File: src/rtl/hex_dump_pkg.sv
package hex_dump_pkg;

  // Character width on the output stream
  // Set for 16-bit characters with the zero byte sent first
  localparam bit UTF16_CHARS = 1'b1;

  // Output buffer size and the width of its fill level
  localparam int FIFO_DEPTH = 2048;
  localparam int LEVEL_BITS = 12;

  // ASCII codes emitted by the formatter
  localparam logic [7:0] CHAR_DASH    = 8'h2d;
  localparam logic [7:0] CHAR_SPACE   = 8'h20;
  localparam logic [7:0] CHAR_NEWLINE = 8'h0a;
  localparam logic [7:0] CHAR_MISSING = 8'h78;
  localparam logic [7:0] CHAR_DIGIT   = 8'h30;
  localparam logic [7:0] CHAR_LETTER  = 8'h37;

  // Byte slots of one word as sent
  // Even slots carry the zero byte of a 16-bit character, odd slots the ASCII byte
  localparam logic [3:0] CHAR_SLOT_FIRST = UTF16_CHARS ? 4'd0 : 4'd1;
  localparam logic [3:0] CHAR_SLOT_STEP  = UTF16_CHARS ? 4'd1 : 4'd2;
  localparam logic [3:0] CHAR_SLOT_LAST  = 4'd9;

  // Number of text characters per word: four hex digits plus separator
  localparam int WORD_CHARS = 5;

  // Payload carried through the output FIFO
  typedef struct packed {
    logic       last;
    logic [7:0] data;
  } out_char_t;

endpackage

File: src/rtl/sync_fifo.sv
`timescale 1ns/1ps

module sync_fifo
  import hex_dump_pkg::*;
#(
  parameter type payload_t = logic [7:0],
  parameter int  DEPTH     = 16
) (
  input  logic                  clock,
  input  logic                  reset,

  input  logic                  valid_i,
  output logic                  ready_o,
  input  payload_t              data_i,

  output logic                  valid_o,
  input  logic                  ready_i,
  output payload_t              data_o,

  output logic [LEVEL_BITS-1:0] level_o
);

  localparam int AW = (DEPTH > 1) ? $clog2(DEPTH) : 1;

  payload_t mem [DEPTH];

  logic [AW-1:0]         wr_ptr_q;
  logic [AW-1:0]         rd_ptr_q;
  logic [LEVEL_BITS-1:0] level_q;
  logic                  valid_q;
  payload_t              data_q;

  logic push;
  logic pop;
  logic load;
  logic mem_empty;

  // Entries between read and write pointer, modulo the depth
  logic [AW-1:0] ptr_gap;

  // Level counts the memory entries plus the output register
  assign ready_o   = level_q < LEVEL_BITS'(DEPTH);
  assign mem_empty = level_q == LEVEL_BITS'(valid_q);

  assign push = valid_i && ready_o;
  assign pop  = valid_q && ready_i;

  // Refill the output stage when it is empty or being taken this cycle
  assign load = !mem_empty && (!valid_q || ready_i);

  assign valid_o = valid_q;
  assign data_o  = data_q;
  assign level_o = level_q;

  assign ptr_gap = (wr_ptr_q >= rd_ptr_q) ? wr_ptr_q - rd_ptr_q
                                          : AW'(DEPTH) - rd_ptr_q + wr_ptr_q;

  always_ff @(posedge clock) begin
    if (reset) begin
      wr_ptr_q <= '0;
      rd_ptr_q <= '0;
      level_q  <= '0;
      valid_q  <= 1'b0;
    end else begin
      if (push) begin
        wr_ptr_q <= (wr_ptr_q == AW'(DEPTH - 1)) ? '0 : wr_ptr_q + 1'b1;
      end
      if (load) begin
        rd_ptr_q <= (rd_ptr_q == AW'(DEPTH - 1)) ? '0 : rd_ptr_q + 1'b1;
      end

      if (push && !pop) begin
        level_q <= level_q + 1'b1;
      end else if (pop && !push) begin
        level_q <= level_q - 1'b1;
      end

      if (load) begin
        valid_q <= 1'b1;
      end else if (pop) begin
        valid_q <= 1'b0;
      end
    end
  end

  // Storage and output stage
  always_ff @(posedge clock) begin
    if (push) begin
      mem[wr_ptr_q] <= data_i;
    end
    if (load) begin
      data_q <= mem[rd_ptr_q];
    end
  end

  // The pointers and the output flag must agree with the stored count
  a_level_bound: assert property (
    @(posedge clock) disable iff (reset)
    level_q <= LEVEL_BITS'(DEPTH) &&
    LEVEL_BITS'(ptr_gap) ==
      ((level_q - LEVEL_BITS'(valid_q)) % LEVEL_BITS'(DEPTH))
  ) else $error("sync_fifo level above depth or out of step with pointers");

  // A stalled output holds its entry until it is taken
  a_out_stable: assert property (
    @(posedge clock) disable iff (reset)
    valid_o && !ready_i |=> valid_o && $stable(data_o)
  ) else $error("sync_fifo output changed while stalled");

endmodule

File: config.mk
export PLATFORM = sky130hd
export DESIGN_NAME = sync_fifo
export DESIGN_NICKNAME = d
export VERILOG_FILES = /design/src/rtl/hex_dump_pkg.sv /design/src/rtl/sync_fifo.sv
export SDC_FILE = /design/constraint.sdc
export NUM_CORES = 1
export LEC_CHECK = 0
export BUFFER_PORTS_ARGS = -buffer_cell sky130_fd_sc_hd__buf_2
export CORE_MARGIN = 2
export CORE_UTILIZATION = 61
export DETAILED_ROUTE_END_ITERATION = 6
export GPL_TIMING_DRIVEN = 0
export HOLD_SLACK_MARGIN = 0.1
export PLACE_DENSITY = 0.78
export SETUP_SLACK_MARGIN = 0.15
export SLEW_MARGIN = 20
export SYNTH_ARGS = -nofsm -noshare
export SYNTH_HDL_FRONTEND = slang
export SYNTH_SLANG_ARGS = --single-unit
File: constraint.sdc
create_clock -name clock -period 4.1 [get_ports clock]
set_input_delay 0.205 -clock clock [delete_from_list [all_inputs] [get_ports clock]]
set_output_delay 0.205 -clock clock [all_outputs]
set_load 0.03 [all_outputs]
==> impl_metrics.ini <==
[route]
wl_per_cell_um = 23.17
drt-total-wl_mm = 14.06
ant_nets = 0
vias = 3808
via_per_inst = 6.273
post-route-drc-count = 0
dr.pass1.iters = 5
first_iter_violations = 372

[power]
combPwrFrac = 0.334
p_clk_frac = 0.289
worst_ir_drop_vdd_mv = 0.5056
seqPwrFrac = 0.377
p_per_area_nw_per_um2 = 689.5
p_leak_nw = 2.651
p_sw_frac = 0.3222
switchingPower_mw = 1.692
p_int_mw = 3.559

[cts]
cts.htree.levels = 4
cts_sinks = 157
numCtsBuffers = 17
cts_root_buf = clkbuf_8
cts_setup_buffers = 0
clkTransAtPathRegs_ns = 0.06
cts_tree = yes
worstSkewPairLatency_ns = 0.53
cts_buffer_depth = 2

[place]
hpwlAfterDp_mm = 8.600
io_buffers = 32
gp_congestion = 0.8579
dp_slack_ns = 0.5171

[setup_path]
worst_setup_path_end_kind = flop
cp.arrival_ns = 4.04
cp_slowest_cell = or4_4
path_cells = or4_4, nor2_4, and2_4, buf_8, ha_1, inv_1, ha_1, a21o_1, a21oi_1, a21oi_1, or3_1, a21o_1, mux2_2
startpoint = level_o[7]$_SDFFE_PP0P_
critPathKind = reg -> reg
reg2reg_from = level_o[7]$_SDFFE_PP0P_
crit_fanout = 11
start_kind = flop
cp_num_buf_inv = 2
path_delay_family = simple AND/OR/NAND/NOR gates
cp.required_ns = 4.52
cp_slowest_stage_delay_ns = 0.56

[synthesis]
ys_seq_elements = 157
ys_warn_count = 0
synth.cell_area_um2 = 6591
syn_avg_cell_area_um2 = 16.56
synthFlopType = edfxtp_1
synth_cell_type_count = 46
synth-seq-area-share = 0.6834
postSynthCellCount = 398
async_flop_share = 0
synth_nets = 427
synth-edff-count = 136

[flow_run]
max-cap-violations = 0

[cells_and_area]
final_util = 0.7312
insertedDiodeCount = 0
nets = 487
drive_above_1_share = 0.2357
final_common_cell = edfxtp_1
areaGrowthSynthToFinish_pct = 15.55
nFillCells = 619
final_cell_mix = 136 x edfxtp_1, 37 x buf_2, 32 x mux4_2, 28 x nor2_1, 26 x a21oi_1

[sta]
setup_tns_ns = 0
layout_min_cycle_time_ns = 3.620
fin_hold_ws_ns = 0.1948
layout_setup_ws_ns = 0.4802
max_clock_freq_ghz = 0.2763
slew_headroom = 0.4697
slew_violations = 0
rsz0062_at_grt = no
tightest_slew_ns = 0.7925
skew_ns = 0.01176
setup_viol = 0
hold_violations = 0
post-route-period-util = 0.8829

[global_routing]
grt_pass1_vias = 3798
overflow = 0
grt_start_max_net_pins = 17
grt_pass1_wl_mm = 21.60
grt_util_all_layers = 0.2659
antenna_found_initial = 1

[floorplan]
die_area_um2 = 11650
chipHeight_um = 108.0
ios = 34
core-area_um2 = 10420
die_width_um = 108.0
std_cell_rows = 37
initial_utilization = 0.6328

[outcome]
status = completed

[min_path]
min-delay-start = valid_i
hp-class = in -> reg
## area by class of cell
type | instances | area (µm²) | share of cell area
multi-input cells | 216 | 1967 | 0.2583
flip-flops and latches | 157 | 4504 | 0.5914
inverters | 4 | 15.01 | 0.001971
repair buffers | 41 | 250.2 | 0.03286
clock buffers | 27 | 535.5 | 0.07031
well taps | 136 | 170.2 | 0.02234
plain buffers | 21 | 125.1 | 0.01643
clock inverters | 5 | 48.80 | 0.006407
## per-stage QoR
stage	area, µm²	power, mW	std cells
2_1_floorplan	6591	3.284	398
3_3_place_gp	6922	3.663	566
3_5_place_dp	6942	3.712	566
4_1_cts	7616	5.254	607
5_1_grt	7616	5.491	607
6_report	7616	5.251	607
## routing by layer
| layer | share of wire | GRT usage | vias up |
|---|---|---|---|
| met5 | 0 | 0 | - |
| met4 | 0.029 | 0.1181 | 0 |
| met3 | 0.078 | 0.06028 | 40 |
| met2 | 0.51 | 0.4362 | 194 |
| met1 | 0.39 | 0.3447 | 1893 |
| li1 | - | - | 1681 |
## path summary, 6_finish.rpt
kind	slack, ns	cells after the start	to
setup / recovery	0.48	13	level_o[11]$_SDFFE_PP0P_
hold / removal	0.19	5	wr_ptr_q[1]$_SDFFE_PP0P_
setup reg to reg	0.48	13	level_o[11]$_SDFFE_PP0P_
hold reg to reg	0.52	2	level_o[6]$_SDFFE_PP0P_
## logic make-up after synthesis
| logic type | after synthesis | share of synthesized area |
|---|---|---|
| buffers and inverters | 25 | 0.02126 |
| and+or+nand+nor | 86 | 0.06587 |
| xor gates and xnor gates | 11 | 0.01462 |
| adders and majority gates | 17 | 0.03341 |
| muxes | 45 | 0.1293 |
| AOI/OAI and AO/OA | 57 | 0.05220 |
| DFF | 157 | 0.6834 |
## registers in the layout (all words and copies together), names as in the netlist
register  cells
data_o        8
wr_ptr_q      4
rd_ptr_q      4
level_o      12
valid_o       1
mem         128
## synthesized netlist by cell type (all sizes together), types with 2 or more instances
cell / instances / share of area
or4: 3 / 0.0046
xnor2: 2 / 0.0027
ha: 16 / 0.030
and3: 2 / 0.0019
mux2i: 12 / 0.018
buf: 10 / 0.010
dfxtp: 21 / 0.064
a211oi: 8 / 0.0091
clkbuf: 10 / 0.0072
nor2b: 9 / 0.0085
mux4: 32 / 0.11
xor2: 9 / 0.012
a21o: 8 / 0.0091
edfxtp: 136 / 0.62
o21ai: 4 / 0.0030
nor2: 29 / 0.018
inv: 4 / 0.0023
nand4: 2 / 0.0019
nand2: 22 / 0.014
nor3: 7 / 0.0053
o22ai: 4 / 0.0038
a21oi: 26 / 0.020
a31oi: 4 / 0.0038
nand3: 2 / 0.0015
nand2b: 3 / 0.0028
## worst register-to-register path, delay by kind of cell, from the launching register on
family | cells | cell delay (ns)
AND/OR/NAND/NOR | 4 | 1.23
flip-flops | 1 | 0.34
multiplexers | 1 | 0.27
AO/OA/AOI/OAI | 4 | 0.74
adder cells (fa/ha/maj) | 2 | 0.59
buffers and inverters | 2 | 0.33
## what timing repair did
item / 4_1_cts / 5_1_grt
hold buffers: 9 / 0
gates resized for setup: 0 / 0
hold endpoints to repair: 128 / 0
## power by group through the flow
stage               clock (mW)  sequential, mW  combinational [mW]
floorplan                    0            2.15                1.13
global placement             0            2.00                1.66
detailed placement           0            2.01                1.70
CTS                       1.52            1.98                1.75
global route              1.59            2.00                1.91
finish                    1.52            1.98                1.75
Note: power is estimated with default switching activity, not from simulation.
