File: config.mk
export PLATFORM = sky130hd
export DESIGN_NAME = hex_word_formatter
export DESIGN_NICKNAME = d
export VERILOG_FILES = /design/src/rtl/hex_dump_pkg.sv /design/src/rtl/hex_word_formatter.sv
export SDC_FILE = /design/constraint.sdc
export NUM_CORES = 1
export LEC_CHECK = 0
export ABC_AREA = 1
export BUFFER_PORTS_ARGS = -buffer_cell sky130_fd_sc_hd__clkbuf_2
export CAP_MARGIN = 20
export CORE_ASPECT_RATIO = 1.1
export CORE_MARGIN = 2
export CORE_UTILIZATION = 42
export DETAILED_ROUTE_END_ITERATION = 8
export MAX_ROUTING_LAYER = met4
export PLACE_DENSITY_LB_ADDON = 0.15
export SYNTH_ARGS = -nofsm -noshare
export SYNTH_HDL_FRONTEND = slang
export SYNTH_SLANG_ARGS = --single-unit
File: constraint.sdc
create_clock -name clock -period 2.1 [get_ports clock]
set_clock_uncertainty 0.1 [all_clocks]
set_input_delay 0.105 -clock clock [delete_from_list [all_inputs] [get_ports clock]]
set_output_delay 0.105 -clock clock [all_outputs]
set_load 0.05 [all_outputs]
File: src/rtl/hex_dump_pkg.sv
package hex_dump_pkg;

  // Character width on the output stream
  // Set for 16-bit characters with the zero byte sent first
  localparam bit UTF16_CHARS = 1'b1;

  // Output buffer size and the width of its fill level
  localparam int FIFO_DEPTH = 2048;
  localparam int LEVEL_BITS = 12;

  // ASCII codes emitted by the formatter
  localparam logic [7:0] CHAR_DASH    = 8'h2d;
  localparam logic [7:0] CHAR_SPACE   = 8'h20;
  localparam logic [7:0] CHAR_NEWLINE = 8'h0a;
  localparam logic [7:0] CHAR_MISSING = 8'h78;
  localparam logic [7:0] CHAR_DIGIT   = 8'h30;
  localparam logic [7:0] CHAR_LETTER  = 8'h37;

  // Byte slots of one word as sent
  // Even slots carry the zero byte of a 16-bit character, odd slots the ASCII byte
  localparam logic [3:0] CHAR_SLOT_FIRST = UTF16_CHARS ? 4'd0 : 4'd1;
  localparam logic [3:0] CHAR_SLOT_STEP  = UTF16_CHARS ? 4'd1 : 4'd2;
  localparam logic [3:0] CHAR_SLOT_LAST  = 4'd9;

  // Number of text characters per word: four hex digits plus separator
  localparam int WORD_CHARS = 5;

  // Payload carried through the output FIFO
  typedef struct packed {
    logic       last;
    logic [7:0] data;
  } out_char_t;

endpackage

File: src/rtl/hex_word_formatter.sv
`timescale 1ns/1ps

module hex_word_formatter
  import hex_dump_pkg::*;
(
  input  logic       clock,
  input  logic       reset,

  input  logic       start_dump_i,
  output logic       is_dumping_o,

  input  logic       s_valid_i,
  output logic       s_ready_o,
  input  logic       s_last_i,
  input  logic       s_keep_i,
  input  logic [7:0] s_data_i,

  output logic       char_valid_o,
  input  logic       char_ready_i,
  output out_char_t  char_o,

  input  logic       fifo_empty_i
);

  typedef enum logic [2:0] {
    ST_IDLE,
    ST_LOW,
    ST_HIGH,
    ST_SERIAL,
    ST_DRAIN
  } state_t;

  state_t     state_q;
  logic       s_ready_q;
  logic       dumping_q;
  logic       char_valid_q;
  logic       last_q;
  logic       dash_q;
  logic [3:0] slot_q;

  // Text of the current word in send order, separator at the end
  logic [7:0] chars_q [WORD_CHARS];

  logic byte_fire;
  logic char_fire;
  logic slot_done;

  function automatic logic [7:0] hex_char(input logic [3:0] nibble);
    if (nibble < 4'd10) begin
      return CHAR_DIGIT + 8'(nibble);
    end
    return CHAR_LETTER + 8'(nibble);
  endfunction

  assign byte_fire = s_valid_i && s_ready_q;
  assign char_fire = char_valid_q && char_ready_i;
  assign slot_done = slot_q == CHAR_SLOT_LAST;

  assign s_ready_o    = s_ready_q;
  assign is_dumping_o = dumping_q;
  assign char_valid_o = char_valid_q;

  // Slot index selects a zero byte or one of the word characters
  always_comb begin
    char_o.last = last_q && slot_done;
    char_o.data = slot_q[0] ? chars_q[slot_q[3:1]] : 8'h00;
  end

  always_ff @(posedge clock) begin
    if (reset) begin
      state_q      <= ST_IDLE;
      s_ready_q    <= 1'b0;
      dumping_q    <= 1'b0;
      char_valid_q <= 1'b0;
      last_q       <= 1'b0;
      dash_q       <= 1'b1;
      slot_q       <= CHAR_SLOT_FIRST;
    end else begin
      case (state_q)
        ST_IDLE: begin
          last_q <= 1'b0;
          dash_q <= 1'b1;
          if (start_dump_i && s_valid_i) begin
            s_ready_q <= 1'b1;
            dumping_q <= 1'b1;
            state_q   <= ST_LOW;
          end
        end

        ST_LOW: begin
          // Low byte arrives first but prints second
          if (byte_fire) begin
            if (s_last_i) begin
              s_ready_q    <= 1'b0;
              last_q       <= 1'b1;
              char_valid_q <= 1'b1;
              slot_q       <= CHAR_SLOT_FIRST;
              state_q      <= ST_SERIAL;
            end else begin
              state_q <= ST_HIGH;
            end
          end
        end

        ST_HIGH: begin
          if (byte_fire) begin
            s_ready_q    <= 1'b0;
            last_q       <= s_last_i;
            dash_q       <= ~dash_q;
            char_valid_q <= 1'b1;
            slot_q       <= CHAR_SLOT_FIRST;
            state_q      <= ST_SERIAL;
          end
        end

        ST_SERIAL: begin
          if (char_fire) begin
            if (slot_done) begin
              char_valid_q <= 1'b0;
              if (last_q) begin
                state_q <= ST_DRAIN;
              end else begin
                s_ready_q <= 1'b1;
                state_q   <= ST_LOW;
              end
            end else begin
              slot_q <= slot_q + CHAR_SLOT_STEP;
            end
          end
        end

        ST_DRAIN: begin
          // Hold status until the console has taken every byte
          if (fifo_empty_i) begin
            dumping_q <= 1'b0;
            state_q   <= ST_IDLE;
          end
        end

        default: begin
          state_q <= ST_IDLE;
        end
      endcase
    end
  end

  // Character capture, two hex digits per byte
  always_ff @(posedge clock) begin
    if (byte_fire && state_q == ST_LOW) begin
      chars_q[2] <= hex_char(s_data_i[7:4]);
      chars_q[3] <= hex_char(s_data_i[3:0]);
      if (s_last_i) begin
        // Packet ended before the high byte
        chars_q[0] <= CHAR_MISSING;
        chars_q[1] <= CHAR_MISSING;
        chars_q[4] <= CHAR_NEWLINE;
      end
    end
    if (byte_fire && state_q == ST_HIGH) begin
      if (s_keep_i) begin
        chars_q[0] <= hex_char(s_data_i[7:4]);
        chars_q[1] <= hex_char(s_data_i[3:0]);
      end else begin
        chars_q[0] <= CHAR_MISSING;
        chars_q[1] <= CHAR_MISSING;
      end
      if (s_last_i) begin
        chars_q[4] <= CHAR_NEWLINE;
      end else begin
        chars_q[4] <= dash_q ? CHAR_DASH : CHAR_SPACE;
      end
    end
  end

  // A stalled character is held until the FIFO takes it
  a_char_stable: assert property (
    @(posedge clock) disable iff (reset)
    char_valid_o && !char_ready_i |=> char_valid_o && $stable(char_o)
  ) else $error("formatter character changed while stalled");

endmodule

==> qor_table.md, run 1 <==
| Item | Reported |
| --- | --- |
| Path category of the worst min-delay check | input pin to flop |
| Netlist area before placement | 2386 sq um |
| Net count of the mapped netlist | 308 |
| Utilization of the core after routing | 0.5124 |
| Cts bufs inserted | 5 |
| Crit Path Category | flop to primary output |
| Number of I/O pins | 28 |
| Routed len/inst | 12.52 um |
| Met1 routing resource usage after global routing | 0.2779 |
| R2R Setup Slk | 0.41 ns |
| Number of warnings printed during yosys synthesis | 0 |
| Layout area overhead | 16.62% |
| Final count of negative-setup-slack endpoints | 0 |
| CTS tree | built |
| Buffer type at the clock tree root | sky130_fd_sc_hd__clkbuf_8 |
| Cell count after placement | 387 |
| Fraction of the cycle the final worst path needs | 0.8674 |
| Final net count | 342 |
| # diodes | 0 |
| 1st-pass router iterations | 4 |
| Gr busiest metal | met1 |
| H-tree depth | 2 |
| Residual overflow from global routing | 0 |
| Global-route total usage across every layer | 0.1800 |
| Starting density of the core | 0.4394 |
| Synthesis-stage register bit count | 47 |
| Avg Synthesized Cell Area | 8.285 sq um |
| Clock period minus final worst setup slack | 1.822 ns |
| Area fraction of the dominant cell type after synthesis | 0.4027 |
| Leak | 1.195 nW |
| Clock slew seen by the registers of the worst setup and hold paths | 0.09 ns |
| Critical Path RT | 1.89 ns |
| Total Die Area | 6301 sq um |
| Maximum number of pins on one net before global-route repair | 16 |
| Final count of hold timing violations | 0 |
| Total detailed-routing wirelength | 4983 um |
| Data arrival time of the worst path | 1.62 ns |
| HPWL after detailed placement | 3755 um |
| Global routing met3 resource utilization | 0.04126 |
| Setup crit start | slot_q[0] |
| Sum of negative setup slack | 0 ns |
| Endpoint of the lowest-slack register-to-register path | char_valid_o |
| Fraction of registers with async set/reset | 0 |
| IO Port Bufs | 26 |
| Later-pin clock latency in the skew report | 0.30 ns |
| Sequential-to-total area share from yosys stat | 0.5286 |
| Most instantiated flip-flop cell in the synthesis netlist | sky130_fd_sc_hd__edfxtp_1 |
| Startpoint of the most critical register-to-register path | slot_q[0] |
| Instance count along the most critical hold path | 2 |
| Startpoint types | flop |
| Residual DRC | 0 |
| Number of fill cells in the layout | 554 |
| Worst vdd ir | 0.0006696 V |
| Number of buffers on the longest clock path | 2 |
| Via count of the first global-routing pass | 1770 |
| Met2 usage in global routing | 0.2375 |
| Violation count after the first detailed-route iteration | 94 |
| Cell types occupying the most area after synthesis | sky130_fd_sc_hd__edfxtp_1, sky130_fd_sc_hd__dfxtp_1, sky130_fd_sc_hd__nor2_1 |
| Most common library cell in the layout ignoring fill and taps | sky130_fd_sc_hd__nor2_1 |
| Placer Congestion | 0.9405 |
| Cell Pwr Density | 1216 nW/um^2 |
| Commonest cells after routing, fill and taps aside | sky130_fd_sc_hd__nor2_1, sky130_fd_sc_hd__nand2_1, sky130_fd_sc_hd__inv_1 |
| Count of flip-flops with a built-in enable after synthesis | 32 |
| Number of pins exceeding their max-slew limit in the final report | 0 |
| Post-CTS setup-driven buffer insertion count | 0 |
| Library cell occupying the most area in the post-synthesis netlist | sky130_fd_sc_hd__edfxtp_1 |
| Gate count after technology mapping | 288 |
| Total core area | 5430 sq um |
| Max Freq | 549.0 MHz |
| Outcome | finished, final reports clean |
| Antenna Nets Post-Route | 0 |
| Row Count | 28 |
| Count of max-cap constraint violations | 0 |
| RSZ-0062 raised after global routing | no |
| Number of antenna violations at the first check in global routing | 0 |
| Highest net fanout along the worst path | 11 |
| Unique cell type count in the Yosys netlist | 29 |
| Worst reg2reg path depth | 8 |
| Sink Count | 47 |
| Fraction of layout instances using a drive strength above 1 | 0.1889 |
| Critical path capture point type | primary output |
| Chip Height | 83.05 um |
| Global-route wire length before repair | 8424 um |
| DR vias/cell | 4.839 |
| Horizontal die dimension | 75.87 um |
| Capture point of the worst path | char_o[8] |
| Routed via count | 1926 |
| Beginning of the worst hold path | s_data_i[3] |
| Number of standard cells in the layout, taps in and fillers out | 398 |
## area by class of cell
class                           instances  area [sq um]  share of cell area
Clock buffer                            5         68.82             0.02473
Timing Repair Buffer                   32         182.7             0.06565
Clock inverter                          3         67.56             0.02428
Tap cell                               75         93.84             0.03372
Multi-Input combinational cell        189         930.9              0.3345
Inverter                               47         176.4             0.06340
Sequential cell                        47          1262              0.4537
## kinds of logic after synthesis
| kind of cell | after synthesis | share of synthesized area |
|---|---|---|
| simple gates | 132 | 0.2391 |
| buf+inv | 52 | 0.08443 |
| compound gates | 50 | 0.1180 |
| flops | 47 | 0.5286 |
| fa+ha+maj | 4 | 0.02098 |
| xor+xnor | 2 | 0.007343 |
| other cells | 1 | 0.001572 |
## report_power, final
| group | internal [W] | leakage [nW] | switching, W |
|---|---|---|---|
| Clock | 0.000475 | 0.0644 | 0.000306 |
| Sequential | 0.00113 | 0.403 | 0.000135 |
| Combinational | 0.000397 | 0.728 | 0.000941 |
| Total | 0.00200 | 1.19 | 0.00138 |
## routing by layer
layer / wire, um / part of all wire / vias up
met3: 251 / 0.050 / 8
li1: - / - / 1005
met5: 0 / 0 / -
met2: 2125 / 0.43 / 50
met1: 2538 / 0.51 / 863
met4: 68 / 0.014 / 0
## cell usage after synthesis (2+ instances only)
library cell	n
sky130_fd_sc_hd__o21ai_2	3
sky130_fd_sc_hd__o22ai_1	4
sky130_fd_sc_hd__nand3_2	3
sky130_fd_sc_hd__o21ai_0	28
sky130_fd_sc_hd__nand2_2	3
sky130_fd_sc_hd__clkbuf_1	2
sky130_fd_sc_hd__nand2_1	43
sky130_fd_sc_hd__a21oi_2	2
sky130_fd_sc_hd__xor2_1	2
sky130_fd_sc_hd__inv_1	41
sky130_fd_sc_hd__ha_1	4
sky130_fd_sc_hd__a21oi_1	10
sky130_fd_sc_hd__edfxtp_1	32
sky130_fd_sc_hd__nand4_1	3
sky130_fd_sc_hd__or2_1	2
sky130_fd_sc_hd__nor2_1	61
sky130_fd_sc_hd__dfxtp_1	15
sky130_fd_sc_hd__nand3_1	13
sky130_fd_sc_hd__buf_2	2
sky130_fd_sc_hd__inv_2	6
## through the flow
step	hold slack [ns]	setup WS (ns)	instance area (sq um)	power, W
floorplan	0.07407	0.1437	2395	0.002336
CTS	0.03028	0.2593	2783	0.003405
detailed placement	0.2814	0.4232	2616	0.002616
finish	0.03622	0.2785	2783	0.003384
global placement	0.2794	0.4411	2616	0.002617
global route	0.03747	0.1568	2783	0.003637
## critical path, stage by stage (launching register included)
cell and delay [ns]:
sky130_fd_sc_hd__dfxtp_1 0.56, sky130_fd_sc_hd__ha_1 0.21, sky130_fd_sc_hd__nand3_1 0.14, sky130_fd_sc_hd__nor2_1 0.12, sky130_fd_sc_hd__clkbuf_2 0.28
## registers in the layout (all words and copies together), names as in the netlist, named ones only
| name | cells |
|---|---|
| last_q | 1 |
| dash_q | 1 |
| s_ready_o | 1 |
| is_dumping_o | 1 |
| chars_q | 32 |
| slot_q | 4 |
| state_q | 3 |
| char_valid_o | 1 |
## timing repair
item	4_1_cts	5_1_grt
endpoints found under the hold margin	5	0
hold buffers	3	0
resized for setup	0	0
## how the worst min path moves through the flow
stage               slack [ns]            end
floorplan                 0.07           flop
global placement          0.28         last_q
detailed placement        0.28         last_q
CTS                       0.03  chars_q[3][1]
global route              0.04  chars_q[3][1]
finish                    0.04  chars_q[3][1]
No activity file was read; power rests on OpenSTA's default activity.
==> inputs of run 2 (changes only) <==
--- a/config.mk
+++ b/config.mk
@@ -11,7 +11,9 @@
 export CORE_ASPECT_RATIO = 1.1
 export CORE_MARGIN = 2
 export CORE_UTILIZATION = 42
+export CTS_CLUSTER_DIAMETER = 100
 export DETAILED_ROUTE_END_ITERATION = 8
+export GPL_TIMING_DRIVEN = 0
 export MAX_ROUTING_LAYER = met4
 export PLACE_DENSITY_LB_ADDON = 0.15
 export SYNTH_ARGS = -nofsm -noshare
==> qor_table.md, run 2 (synthesis results as in run 1) <==
| Item | Reported | Delta |
| --- | --- | --- |
| DR vias/cell | 4.697 | was 4.839 |
| Row Count | 28 | unchanged |
| Highest net fanout along the worst path | 10 | was 11 |
| Leak | 1.210 nW | was 1.195 nW |
| Largest reg by FF count | chars_q | unchanged |
| Via count of the first global-routing pass | 1809 | was 1770 |
| Number of buffers on the longest clock path | 2 | unchanged |
| Startpoint of the most critical register-to-register path | state_q[0] | was slot_q[0] |
| Final count of hold timing violations | 0 | unchanged |
| Number of standard cells in the layout, taps in and fillers out | 402 | was 398 |
| Number of flip-flops in the largest register | 32 | unchanged |
| Total Die Area | 6301 sq um | unchanged |
| Startpoint types | flop | unchanged |
| Number of antenna violations at the first check in global routing | 0 | unchanged |
| Antenna Nets Post-Route | 0 | unchanged |
| Global-route total usage across every layer | 0.1835 | was 0.1800 |
| Instance count along the most critical hold path | 2 | unchanged |
| Buffer type at the clock tree root | sky130_fd_sc_hd__clkbuf_8 | unchanged |
| Fraction of the cycle the final worst path needs | 0.9183 | was 0.8674 |
| R2R Setup Slk | 0.31 ns | was 0.41 ns |
| Critical path capture point type | primary output | unchanged |
| Max Freq | 518.6 MHz | was 549.0 MHz |
| Fraction of layout instances using a drive strength above 1 | 0.2018 | was 0.1889 |
| Power share of the sequential group | 0.361 | was 0.374 |
| H-tree depth | 2 | unchanged |
| Global-route wire length before repair | 8535 um | was 8424 um |
| Stages on the worst setup path | 7 | was 4 |
| Chip Height | 83.05 um | unchanged |
| Commonest cells after routing, fill and taps aside | sky130_fd_sc_hd__nor2_1, sky130_fd_sc_hd__nand2_1, sky130_fd_sc_hd__inv_1 | unchanged |
| Total core area | 5430 sq um | unchanged |
| Cell type with the highest occurrence count on the critical path | sky130_fd_sc_hd__clkbuf_2 |  |
| Placer Congestion | 0.7760 | was 0.9405 |
| Count of max-cap constraint violations | 0 | unchanged |
| Clock slew seen by the registers of the worst setup and hold paths | 0.09 ns | about the same |
| # diodes | 0 | unchanged |
| Residual overflow from global routing | 0 | unchanged |
| Max incr delay on CP | 0.36 ns | was 0.56 ns |
| Data arrival time of the worst path | 1.72 ns | was 1.62 ns |
| Switching power of the nets | 0.001399 W | was 0.001382 W |
| Final net count | 346 | was 342 |
| Violation count after the first detailed-route iteration | 76 | was 94 |
| Cts bufs inserted | 5 | unchanged |
| Cell count after placement | 389 | was 387 |
| Cell type group with the largest total delay on the critical path | buffers and inverters | was flip-flops |
| CTS tree | built | unchanged |
| Clock period minus final worst setup slack | 1.928 ns | was 1.822 ns |
| Cells along the critical path | inv_1 -> clkbuf_2 -> o21ai_0 -> o22ai_1 -> nand3_1 -> nand2_1 -> clkbuf_2 | was ha_1 -> nand3_1 -> nor2_1 -> clkbuf_2 |
| Endpoint of the lowest-slack register-to-register path | is_dumping_o | was char_valid_o |
| Maximum number of pins on one net before global-route repair | 16 | unchanged |
| Total detailed-routing wirelength | 4867 um | was 4983 um |
| Layout area overhead | 17.57% | was 16.62% |
| Starting density of the core | 0.4394 | unchanged |
| Most common library cell in the layout ignoring fill and taps | sky130_fd_sc_hd__nor2_1 | unchanged |
| Master of the slowest instance on the critical path | sky130_fd_sc_hd__dfxtp_2 | was sky130_fd_sc_hd__dfxtp_1 |
| Registers with the most flip-flops | chars_q: 32 flops, slot_q: 4 flops, state_q: 3 flops | unchanged |
| RSZ-0062 raised after global routing | no | unchanged |
| 1st-pass router iterations | 4 | unchanged |
| Combinational Power Share | 0.412 | was 0.396 |
| Residual DRC | 0 | unchanged |
| Capture point of the worst path | char_o[0] | was char_o[8] |
| Number of fill cells in the layout | 533 | was 554 |
| Number of I/O pins | 28 | unchanged |
| Cell-internal power | 0.002022 W | was 0.002001 W |
| Worst reg2reg path depth | 7 | was 8 |
| Horizontal die dimension | 75.87 um | unchanged |
| Path category of the worst min-delay check | input pin to flop | unchanged |
| Critical Path RT | 1.89 ns | about the same |
| IO Port Bufs | 26 | unchanged |
| Worst vdd ir | 0.0007020 V | was 0.0006696 V |
| Routed via count | 1888 | was 1926 |
| Sw Share | 0.4089 | was 0.4085 |
| Final worst hold slack | 0.02508 ns | was 0.03622 ns |
| HPWL after detailed placement | 3586 um | was 3755 um |
| Sink Count | 47 | unchanged |
| Buf+Inv Stages, Crit Path | 3 | was 1 |
| Final count of negative-setup-slack endpoints | 0 | unchanged |
| Cell Pwr Density | 1219 nW/um^2 | was 1216 nW/um^2 |
| Number of pins exceeding their max-slew limit in the final report | 0 | unchanged |
| Routed len/inst | 12.11 um | was 12.52 um |
| Portion of total power attributed to the clock network | 0.227 | was 0.231 |
| Utilization of the core after routing | 0.5166 | was 0.5124 |
| Crit Path Category | flop to primary output | unchanged |
| Later-pin clock latency in the skew report | 0.30 ns | about the same |
| Outcome | finished, final reports clean | unchanged |
[run 2: power groups by stage]
stage | logic (W) | registers (W) | clock network, W
after global placement | 0.00136 | 0.00125 | 0
after global routing | 0.00162 | 0.00125 | 0.000833
after floorplan | 0.00104 | 0.00130 | 0
final | 0.00141 | 0.00123 | 0.000776
after detailed placement | 0.00138 | 0.00125 | 0
after CTS | 0.00140 | 0.00123 | 0.000792
[run 2: through the flow]
step	worst slack (ns)	setup TNS, ns	area (sq um)	power [W]
after floorplan	0.1437	0	2395	0.002336
after global placement	-0.1124	-1.565	2619	0.002612
after detailed placement	-0.1002	-1.396	2619	0.002631
after CTS	0.06214	0	2785	0.003422
after global routing	0.02827	0	2805	0.003699
final	0.1716	0	2805	0.003421
[run 2: worst min-delay path by stage]
stage,from,to,slack (ns)
finish,s_data_i[3],chars_q[3][1],0.03
global route,s_data_i[3],chars_q[3][1],0.03
CTS,s_data_i[3],chars_q[3][1],0.02
detailed placement,reset,last_q,0.28
global placement,start_dump_i,is_dumping_o,0.28
floorplan,reset,flop,0.07
[run 2: cell type report]
cell class	count	area [sq um]	area share
sequential	47	1265	0.4509
multi-input combinational	189	933.4	0.3327
timing repair buffer	31	177.7	0.06334
inverter	47	176.4	0.06289
tap	75	93.84	0.03345
clock buffer	6	72.57	0.02587
clock inverter	2	60.06	0.02141
buffer	5	26.28	0.009367
[run 2: worst reg2reg max path, stage by stage, from the launching register on]
cell	delay, ns
sky130_fd_sc_hd__dfxtp_1	0.30
sky130_fd_sc_hd__buf_2	0.16
sky130_fd_sc_hd__nor2_1	0.19
sky130_fd_sc_hd__inv_1	0.12
sky130_fd_sc_hd__nor2_1	0.10
sky130_fd_sc_hd__nand3_1	0.06
sky130_fd_sc_hd__dlygate4sd3_1	0.56
sky130_fd_sc_hd__a21oi_1	0.14
[run 2: repair_timing]
item / 4_1_cts / 5_1_grt
hold buffers: 3 / 0
pin swaps: 0 / 1
resized for setup: 2 / 4
endpoints found under the setup margin: 16 / 19
endpoints found under the hold margin: 5 / 0
setup buffers: 0 / 2
[run 2: per-layer routing]
metal / routed length (um) / vias to the layer above / global-route usage
li1: - / 1006 / -
met1: 2375 / 851 / 0.2579
met2: 2256 / 26 / 0.2602
met3: 149 / 5 / 0.04126
met5: 0 / - / -
met4: 87 / 0 / 0.06380
